===== src/bus_pkg.sv =====
/*
 Shared widths, address map constants and FSM encodings for the
 main-bus core. Modules refer to these through scoped names.
*/
`default_nettype none

package bus_pkg;

	// ------------------------------------------------------------
	// Bus widths
	// ------------------------------------------------------------
	// Main-bus word address, byte address bits 23..1
	typedef logic [22:0] addr_t;
	typedef logic [15:0] data_t;
	typedef logic [7:0]  byte_t;
	typedef logic [15:0] zaddr_t;
	typedef logic [14:0] zbaddr_t;

	// 64 KB work RAM, 8 KB Z80 RAM
	localparam int WRAM_AW = 15;
	localparam int ZRAM_AW = 13;

	// Value seen on an undriven bus, a NOP opcode
	localparam data_t OPEN_BUS_INIT = 16'h4E71;

	// ------------------------------------------------------------
	// Address map
	// ------------------------------------------------------------
	localparam logic [23:0] ROM_LIMIT        = 24'hA00000;
	localparam logic [7:0]  ZBUS_WINDOW      = 8'hA0;
	localparam logic [23:0] CTRL_BUSREQ_ADDR = 24'hA11100;
	localparam logic [23:0] CTRL_RESET_ADDR  = 24'hA11200;
	localparam logic [2:0]  WRAM_BASE        = 3'b111;
	// Z80 bank register page, 6000-60FF
	localparam logic [6:0]  Z80_BANK_PAGE    = 7'h60;

	// ------------------------------------------------------------
	// FSM encodings
	// ------------------------------------------------------------
	typedef enum logic [2:0] {
		MB_IDLE,
		MB_SELECT,
		MB_RAM_READ,
		MB_ROM_READ,
		MB_ZBUS_WAIT,
		MB_FINISH
	} mbus_state_e;

	typedef enum logic [1:0] {
		SRC_NONE,
		SRC_HOST,
		SRC_Z80
	} msrc_e;

	typedef enum logic [1:0] {
		ZB_IDLE,
		ZB_ACCESS,
		ZB_FINISH
	} zbus_state_e;

	typedef enum logic {
		ZSRC_MBUS,
		ZSRC_Z80
	} zsrc_e;

endpackage

`default_nettype wire


===== src/main_bus_ctrl.sv =====
/*
 Main-bus controller. Arbitrates the host and banked Z80 accesses, decodes
 ROM, the Z80 window, the Z80 control registers and work RAM, and keeps the
 open-bus latch.
*/
`timescale 1ns/1ps
`default_nettype none

module main_bus_ctrl (
	input  logic                        MCLK,
	input  logic                        reset,
	// Host port
	input  logic                        host_cyc,
	input  logic                        host_stb,
	input  logic                        host_we,
	input  logic [1:0]                  host_sel,
	input  bus_pkg::addr_t              host_adr,
	input  bus_pkg::data_t              host_dat_w,
	output bus_pkg::data_t              host_dat_r,
	output logic                        host_ack,
	// Banked Z80 requests
	input  logic                        zm_req,
	input  logic                        zm_we,
	input  bus_pkg::addr_t              zm_adr,
	input  logic                        zm_hi,
	input  bus_pkg::byte_t              zm_dat_w,
	output bus_pkg::byte_t              zm_dat_r,
	output logic                        zm_ack,
	// Z80 window
	output logic                        zb_req,
	output logic                        zb_we,
	output bus_pkg::zbaddr_t            zb_adr,
	output bus_pkg::byte_t              zb_dat_w,
	input  bus_pkg::byte_t              zb_dat_r,
	input  logic                        zb_ack,
	// ROM, toggle handshake
	output logic                        rom_req,
	input  logic                        rom_ack,
	output bus_pkg::addr_t              rom_addr,
	input  bus_pkg::data_t              rom_data,
	input  bus_pkg::addr_t              rom_size,
	// Work RAM
	output logic [bus_pkg::WRAM_AW-1:0] wram_addr,
	output logic                        wram_we_hi,
	output logic                        wram_we_lo,
	output bus_pkg::data_t              wram_wdata,
	input  bus_pkg::data_t              wram_rdata,
	// Z80 control register
	output logic                        z80_busreq_n,
	output logic                        z80_reset_n
);

	bus_pkg::mbus_state_e state;
	bus_pkg::msrc_e       msrc;

	// Latched cycle
	bus_pkg::addr_t mb_adr;
	bus_pkg::data_t mb_dat_w;
	logic [1:0]     mb_sel;
	logic           mb_we;

	bus_pkg::data_t data;
	bus_pkg::data_t open_bus;

	logic        host_go;
	logic        zm_go;
	logic [23:0] mb_byte;
	logic        rom_area;
	logic        win_hit;
	logic        busreq_hit;
	logic        resreg_hit;
	logic        wram_hit;
	logic        ctrl_bit;

	// Ack still high means the master has not dropped stb yet
	assign host_go = host_cyc & host_stb & ~host_ack;
	assign zm_go   = zm_req & ~zm_ack;

	// ------------------------------------------------------------
	// Address decode
	// ------------------------------------------------------------
	assign mb_byte    = {mb_adr, 1'b0};
	assign rom_area   = mb_byte < bus_pkg::ROM_LIMIT;
	assign win_hit    = mb_byte[23:16] == bus_pkg::ZBUS_WINDOW;
	assign busreq_hit = (mb_byte[23:8] == bus_pkg::CTRL_BUSREQ_ADDR[23:8]) &
		(mb_byte[7:1] == 7'd0);
	assign resreg_hit = (mb_byte[23:8] == bus_pkg::CTRL_RESET_ADDR[23:8]) &
		(mb_byte[7:1] == 7'd0);
	assign wram_hit   = mb_byte[23:21] == bus_pkg::WRAM_BASE;
	assign ctrl_bit   = busreq_hit ? z80_busreq_n : z80_reset_n;

	assign rom_addr = mb_adr;

	assign wram_addr  = mb_adr[bus_pkg::WRAM_AW-1:0];
	assign wram_wdata = mb_dat_w;
	assign wram_we_hi = (state == bus_pkg::MB_SELECT) & wram_hit & mb_we & mb_sel[1];
	assign wram_we_lo = (state == bus_pkg::MB_SELECT) & wram_hit & mb_we & mb_sel[0];

	// Byte address bit 0 is set for the lower lane
	assign zb_we    = mb_we;
	assign zb_adr   = {mb_adr[13:0], ~mb_sel[1]};
	assign zb_dat_w = mb_sel[1] ? mb_dat_w[15:8] : mb_dat_w[7:0];

	// ------------------------------------------------------------
	// Bus FSM
	// ------------------------------------------------------------
	always_ff @(posedge MCLK) begin
		if (reset) begin
			state        <= bus_pkg::MB_IDLE;
			msrc         <= bus_pkg::SRC_NONE;
			host_ack     <= 1'b0;
			zm_ack       <= 1'b0;
			zb_req       <= 1'b0;
			rom_req      <= 1'b0;
			z80_busreq_n <= 1'b1;
			z80_reset_n  <= 1'b0;
			open_bus     <= bus_pkg::OPEN_BUS_INIT;
		end else begin
			host_ack <= 1'b0;
			zm_ack   <= 1'b0;

			case (state)
				bus_pkg::MB_IDLE: begin
					if (host_go) begin
						msrc     <= bus_pkg::SRC_HOST;
						mb_adr   <= host_adr;
						mb_we    <= host_we;
						mb_sel   <= host_sel;
						mb_dat_w <= host_dat_w;
						data     <= open_bus;
						state    <= bus_pkg::MB_SELECT;
					end else if (zm_go) begin
						msrc     <= bus_pkg::SRC_Z80;
						mb_adr   <= zm_adr;
						mb_we    <= zm_we;
						mb_sel   <= {zm_hi, ~zm_hi};
						mb_dat_w <= {zm_dat_w, zm_dat_w};
						// Z80 sees all ones on unmapped reads
						data     <= 16'hFFFF;
						state    <= bus_pkg::MB_SELECT;
					end
				end

				bus_pkg::MB_SELECT: begin
					state <= bus_pkg::MB_FINISH;
					if (rom_area) begin
						if (mb_adr < rom_size && !mb_we) begin
							rom_req <= ~rom_ack;
							state   <= bus_pkg::MB_ROM_READ;
						end else begin
							data <= '0;
						end
					end else if (win_hit && msrc == bus_pkg::SRC_HOST) begin
						// Z80 window, not reachable from the Z80 itself
						zb_req <= 1'b1;
						state  <= bus_pkg::MB_ZBUS_WAIT;
					end else if (busreq_hit | resreg_hit) begin
						if (mb_we & mb_sel[1]) begin
							if (busreq_hit) begin
								z80_busreq_n <= ~mb_dat_w[8];
							end else begin
								z80_reset_n <= mb_dat_w[8];
							end
						end
						data <= {open_bus[15:9], ctrl_bit, open_bus[7:0]};
					end else if (wram_hit) begin
						state <= bus_pkg::MB_RAM_READ;
					end
				end

				bus_pkg::MB_RAM_READ: begin
					data <= wram_rdata;
					if (msrc == bus_pkg::SRC_HOST && !mb_we) begin
						open_bus <= wram_rdata;
					end
					state <= bus_pkg::MB_FINISH;
				end

				bus_pkg::MB_ROM_READ: begin
					if (rom_req == rom_ack) begin
						data <= rom_data;
						if (msrc == bus_pkg::SRC_HOST) begin
							open_bus <= rom_data;
						end
						state <= bus_pkg::MB_FINISH;
					end
				end

				bus_pkg::MB_ZBUS_WAIT: begin
					if (zb_ack) begin
						zb_req <= 1'b0;
						data   <= {zb_dat_r, zb_dat_r};
						state  <= bus_pkg::MB_FINISH;
					end
				end

				bus_pkg::MB_FINISH: begin
					if (msrc == bus_pkg::SRC_HOST) begin
						host_ack   <= 1'b1;
						host_dat_r <= data;
					end else begin
						zm_ack   <= 1'b1;
						zm_dat_r <= mb_sel[1] ? data[15:8] : data[7:0];
					end
					msrc  <= bus_pkg::SRC_NONE;
					state <= bus_pkg::MB_IDLE;
				end

				default: state <= bus_pkg::MB_IDLE;
			endcase
		end
	end

endmodule

`default_nettype wire


===== config.mk =====
export PLATFORM = sky130hd
export DESIGN_NAME = main_bus_ctrl
export DESIGN_NICKNAME = d
export VERILOG_FILES = /design/src/bus_pkg.sv /design/src/main_bus_ctrl.sv
export SDC_FILE = /design/constraint.sdc
export NUM_CORES = 1
export LEC_CHECK = 0
export ABC_CLOCK_PERIOD_IN_PS = 5000
export BUFFER_PORTS_ARGS = -buffer_cell sky130_fd_sc_hd__buf_2
export CAP_MARGIN = 30
export CORE_MARGIN = 4
export CORE_UTILIZATION = 44
export CTS_CLUSTER_DIAMETER = 50
export DETAILED_ROUTE_END_ITERATION = 8
export GPL_TIMING_DRIVEN = 0
export PLACE_DENSITY = 0.77
export SYNTH_ARGS = -nofsm -noshare
export SYNTH_HDL_FRONTEND = slang
export SYNTH_SLANG_ARGS = --single-unit

===== constraint.sdc =====
create_clock -name MCLK -period 5 [get_ports MCLK]
set_input_delay 1 -clock MCLK [delete_from_list [all_inputs] [get_ports MCLK]]
set_output_delay 1 -clock MCLK [all_outputs]
set_load 0.1 [all_outputs]

=== Word-level counts from Yosys, hierarchy flattened ===
Cells that the tools add are included.

* Reductions and logical operators: 23
* Multiply operators: 0
* Muxes and demuxes: 43
* $add $sub $neg: 0
* Divide/modulo/power cells: 0
* Equal/unequal tests: 21
* Shifts and indexed selects: 0
* Bitwise gates (word level): 23
* $lt $le $gt $ge: 2

{| class="wikitable"
|+ Operator list
! operator !! number
|-
| two-way mux 16 bit || 13
|-
| one-hot mux 16 bit (5 select lines) || 1
|-
| two-way mux 23 bit || 2
|-
| == test 16 bit, second input constant || 2
|-
| one-hot mux 16 bit (2 select lines) || 1
|-
| two-way mux 3 bit || 9
|-
| less-than comparator 24 bit, second input constant || 1
|-
| less-than comparator 23 bit || 1
|-
| two-way mux 8 bit || 2
|-
| one-hot mux 3 bit (5 select lines) || 1
|-
| AND reduction 3 bit || 5
|-
| NOT 1 bit || 12
|-
| AND reduction 6 bit || 2
|-
| bitwise AND 1 bit || 10
|-
| != test 2 bit, second input constant || 5
|-
| == test 3 bit, second input constant || 3
|-
| != test 3 bit, second input constant || 3
|-
| == test 8 bit, second input constant || 1
|-
| two-way mux 1 bit || 8
|-
| two-way mux 2 bit || 4
|-
| AND reduction 4 bit || 2
|-
| AND reduction 8 bit || 1
|-
| nonzero test 2 bit || 4
|-
| logical NOT 7 bit || 1
|-
| other kinds (15) || 18
|}

* Memories kept: 0
* Bits in writable memories: 0
* Flip-flop bits (word level): 109
* Bits in latches: 0
* Bits of input ports: 145
* Output and inout bits: 110
* Bits in read-only memories: 0

=== Longest topological paths before layout ===
* Depth after elaboration: 7
* Gate-level depth with buffers: 8

=== Worst setup path after synthesis ===
OpenSTA, ideal clock, no wires.

* Kind: register to register
* Start: register mb_adr[21] (netlist: rom_addr[21])
* End: register data[0], enable pin
* Setup time: 0.478 ns
* Cell stages (with the launch flop): 5
* Buffers on the path: 0
* Clock period less this slack: 5.346 ns
* Arrival: 4.868 ns
* Data required time: 4.522 ns
* Slack: -0.346 ns
* Path through: edfxtp_1 -> or4_1 -> or3_4 -> or3_4 -> a2111oi_0

* Longest elaborated chain between the ends: 5
* Elaborated cells on any way between the ends: 14
* Classes of those cells: 2 x order compare; 6 x eq/ne; 3 x bitwise; 3 x reduce/logical

{| class="wikitable"
|+ RTL lines
! what !! line !! text
|-
| start: declaration || main_bus_ctrl.sv:57 || <nowiki>bus_pkg::addr_t mb_adr;</nowiki>
|-
| start signal: assignment || main_bus_ctrl.sv:126 || <nowiki>mb_adr <= host_adr;</nowiki>
|-
| start signal: assignment || main_bus_ctrl.sv:134 || <nowiki>mb_adr <= zm_adr;</nowiki>
|-
| branches (longest 4 deep; another with less-than comparator 23 bit) || -- ||
|-
| AND reduction 8 bit (no source line) * || -- ||
|-
| end signal: assignment || main_bus_ctrl.sv:165 || <nowiki>data <= {open_bus[15:9], ctrl_bit, open_bus[7:0]};</nowiki>
|-
| end signal: assignment || main_bus_ctrl.sv:172 || <nowiki>data <= wram_rdata;</nowiki>
|-
| end signal: assignment || main_bus_ctrl.sv:181 || <nowiki>data <= rom_data;</nowiki>
|-
| end: declaration || main_bus_ctrl.sv:62 || <nowiki>bus_pkg::data_t data;</nowiki>
|}

Every way passes the cells marked *.
A chain may end at the register's enable or synchronous reset.

=== Final worst setup path ===
* Start: input port host_cyc
* End: register data[10], enable pin

* Longest elaborated chain between the ends: 4

{| class="wikitable"
|+ RTL lines
! what !! line !! text
|-
| start: declaration || main_bus_ctrl.sv:13 || <nowiki>input logic host_cyc,</nowiki>
|-
| bitwise AND 1 bit (2 in series) || main_bus_ctrl.sv:76 || <nowiki>assign host_go = host_cyc & host_stb & ~host_ack;</nowiki>
|-
| != test 3 bit (no source line) || -- ||
|-
| AND reduction 8 bit (no source line) || -- ||
|-
| end signal: assignment || main_bus_ctrl.sv:130 || <nowiki>data <= open_bus;</nowiki>
|-
| end signal: assignment || main_bus_ctrl.sv:165 ||
|-
| end signal: assignment || main_bus_ctrl.sv:172 ||
|}

No other way between the ends.

==> results.yml <==
setup_path:
  crit_family: "compound AO/OA/AOI/OAI gates"
  end_kind: "register"
  worstPathRequired_ps: 5080
  path_buf_inv: 3
  max_stage_delay_ps: 830
  cp.arrival_ps: 3590
  reg2reg_to: "data[10]"
  crit_chain: "buf_2 -> nand2_1 -> nor2_1 -> nor2_1 -> a22oi_1 -> nand2_1 -> a2111oi_2 -> buf_4 -> buf_4"
  worst-path-stages: 9
  ff2ff_setup_slack_ps: 1580
  r2r_cells: 6
  critPathKind: "in2reg"
  cp_slowest_cell: "a2111oi_2"
  r2r-start: "rom_addr[21]"
  crit_path_start_kind: "input port"
  cp_max_fo: 8
sta:
  period_needed_ps: 3520
  skew_ps: 6.20
  fmax_ghz: 0.284
  relSlewSlack: 0.388
  fin_crit_sh: 0.703
  hold-worst-slack_ps: 451
  hold_viol: 0
  drv_slew: 0
  rsz0062_at_grt: "false"
  tightestPinTransition_ps: 914
  layout_setup_ws_ps: 1480
  setup_viol: 0
power_and_ir_drop:
  p_comb_frac: 0.403
  p_sw_frac: 0.433
  p_clk_frac: 0.220
  powerDensity_nw_per_um2: 400
  pwr-share-seq: 0.377
  leakagePower_uw: 0.00365
  irDropWorstVdd_mv: 0.315
  total_power_uw: 3150
  power_switching_uw: 1370
  p_int_uw: 1790
floorplanning:
  start_util: 0.453
  ios: 255
  fp.dieH_microns: 125
  rows: 42
  core_sq_um: 13300
  die_x_microns: 125
  dieArea_sq_um: 15600
synthesis:
  syn_nets: 806
  yosysUniqueCellTypes: 47
  async_flop_share: 0
  ys.flop_type: "edfxtp_1"
  syn_inst: 639
  seq_area_frac_synth: 0.499
  synth_edf_count: 82
  synth_seq_cells: 109
  ys.warnings.count: 0
  synthesis.area_sq_um: 6020
  avgSynthCellArea_sq_um: 9.42
drt:
  dr.pass1.iters: 6
  vias: 5742
  drc: 0
  drt-initial-drc-count: 481
  drt-total-wl_microns: 19100
  viasPerCell: 5.25
  avgRoutedWirePerCell_microns: 17.5
  antenna_left: 0
worst_hold_path:
  hold_class: "reg2reg"
  min-delay-start: "data[12]"
  hold_depth: 0
  holdPathEnd: "host_dat_r[12]"
final_layout:
  fin_util: 0.592
  area_growth_pct: 30.8
  final_layout_size_suffix_gt1_frac: 0.364
  num-nets-final: 1077
  stdcell_area_sq_um: 7870
cts:
  cts_tree: "done"
  insertion_delay_ps: 360
  holdBufCountCts: 0
  cts_sinks: 109
  clk_pin_slew_ps: 70
  cts_max_level: 3
  cts_buffers: 9
  post-cts-setup-buffers: 0
  clock-root-buffer: "clkbuf_16"
  cts_buffer_depth: 2
  cts-resized-gates: 0
status:
  status: "finished clean"
flow_run:
  cap_violations: 0
place:
  dp_hpwl_microns: 15100
  place_ws_ps: 1180
  placed_cell_area_sq_um: 7580
  globalplace.congestion: 0.928
  port-buffer-count: 254
grt:
  grt_usage: 0.244
  antenna_found_initial: 2
  grt_max_degree: 20
  grt_overflow: 0
  grt_pass1_vias: 5619
  grt_pass1_wl_microns: 29900
synth_stat cells, drive strengths merged (5+ instances only):
cell      n  area, sq um
inv      25         93.8
a211oi   10         75.1
o22ai    17          106
mux2i    18          180
mux2     17          191
o21ai    23          115
nor4      5         37.5
ha       22          275
nor2b    21          131
nor2     67          251
a21oi    30          150
a211o     8         70.1
or3       5         41.3
dfxtp    27          541
edfxtp   82         2460
buf      33          241
nand2   128          480
nor3      9         45.0
nand3    25          125
nand4     6         37.5
clkbuf   30          123
cells in the final DEF, fill, tap and decap left out, drive strengths merged, types with 2 or more instances in the layout:
cell / instances
buf: 293
o22ai: 17
xnor2: 3
a21oi: 30
nand2: 128
clkbuf: 39
mux2i: 18
inv: 28
mux2: 17
o21ai: 23
o21a: 2
nand2b: 3
dfxtp: 27
edfxtp: 82
o311a: 2
nand3: 25
a211oi: 10
a211o: 8
nor2b: 21
diode: 2
nor2: 67
ha: 22
clkinv: 2
clkinvlp: 2
or3: 5
nor3: 9
or2: 2
nand4: 6
and3: 2
a22oi: 3
nor4: 5
and4: 3
cell families after synthesis:
family | count (synthesis) | share of synthesized area
mux | 35 | 0.0617
buf+inv | 89 | 0.0775
fa+ha+maj | 22 | 0.0457
simple gates | 280 | 0.209
xor+xnor | 3 | 0.00437
flops | 109 | 0.499
compound gates | 101 | 0.103
layout make-up:
cell class                      instances  area, sq um
Buffer                                 64          373
Inverter                               25         93.8
Timing Repair Buffer                  260         1340
Multi-Input combinational cell        441         2560
Tap cell                              176          220
Fill cell                            1153         5420
Sequential cell                       109         3000
Clock inverter                          7         58.8
Clock buffer                            9          225
Antenna cell                            2         5.00
power by group through the flow:
stage	Clock, uW	Combinational, uW	Sequential [uW]
2_1_floorplan	0	693	1470
3_3_place_gp	0	1230	1210
3_5_place_dp	0	1260	1210
4_1_cts	702	1260	1190
5_1_grt	731	1360	1200
6_report	694	1270	1190
through the flow:
step,setup TNS (ps),instances
floorplan,0,639
global placement,-73780,1069
detailed placement,0,1075
CTS,0,1091
global route,0,1093
finish,0,1093
worst max-delay path by stage:
stage / start / to / slack [ps]
after floorplan: host_cyc / mb_sel[0] / 220
after global placement: host_cyc / wram_wdata[15] / -1510
after detailed placement: host_stb / data[2] / 1180
after CTS: host_stb / data[5] / 1550
after global routing: rom_size[21] / data[2] / 1330
final: host_cyc / data[10] / 1480
sequential cells by signal, summed over array words and instances (netlist names), 3 cells and up:
name / count
state: 3
data: 16
rom_addr: 23
open_bus: 16
wram_wdata: 16
zm_dat_r: 8
host_dat_r: 16
layer usage:
layer / vias up / wire length, microns / global-route usage
met5: - / 0 / 0
met4: 0 / 373 / 0.0682
met3: 32 / 2160 / 0.0917
met2: 318 / 9340 / 0.416
met1: 2637 / 7270 / 0.291
li1: 2755 / - / -
Note: power is estimated with default switching activity, not from simulation.
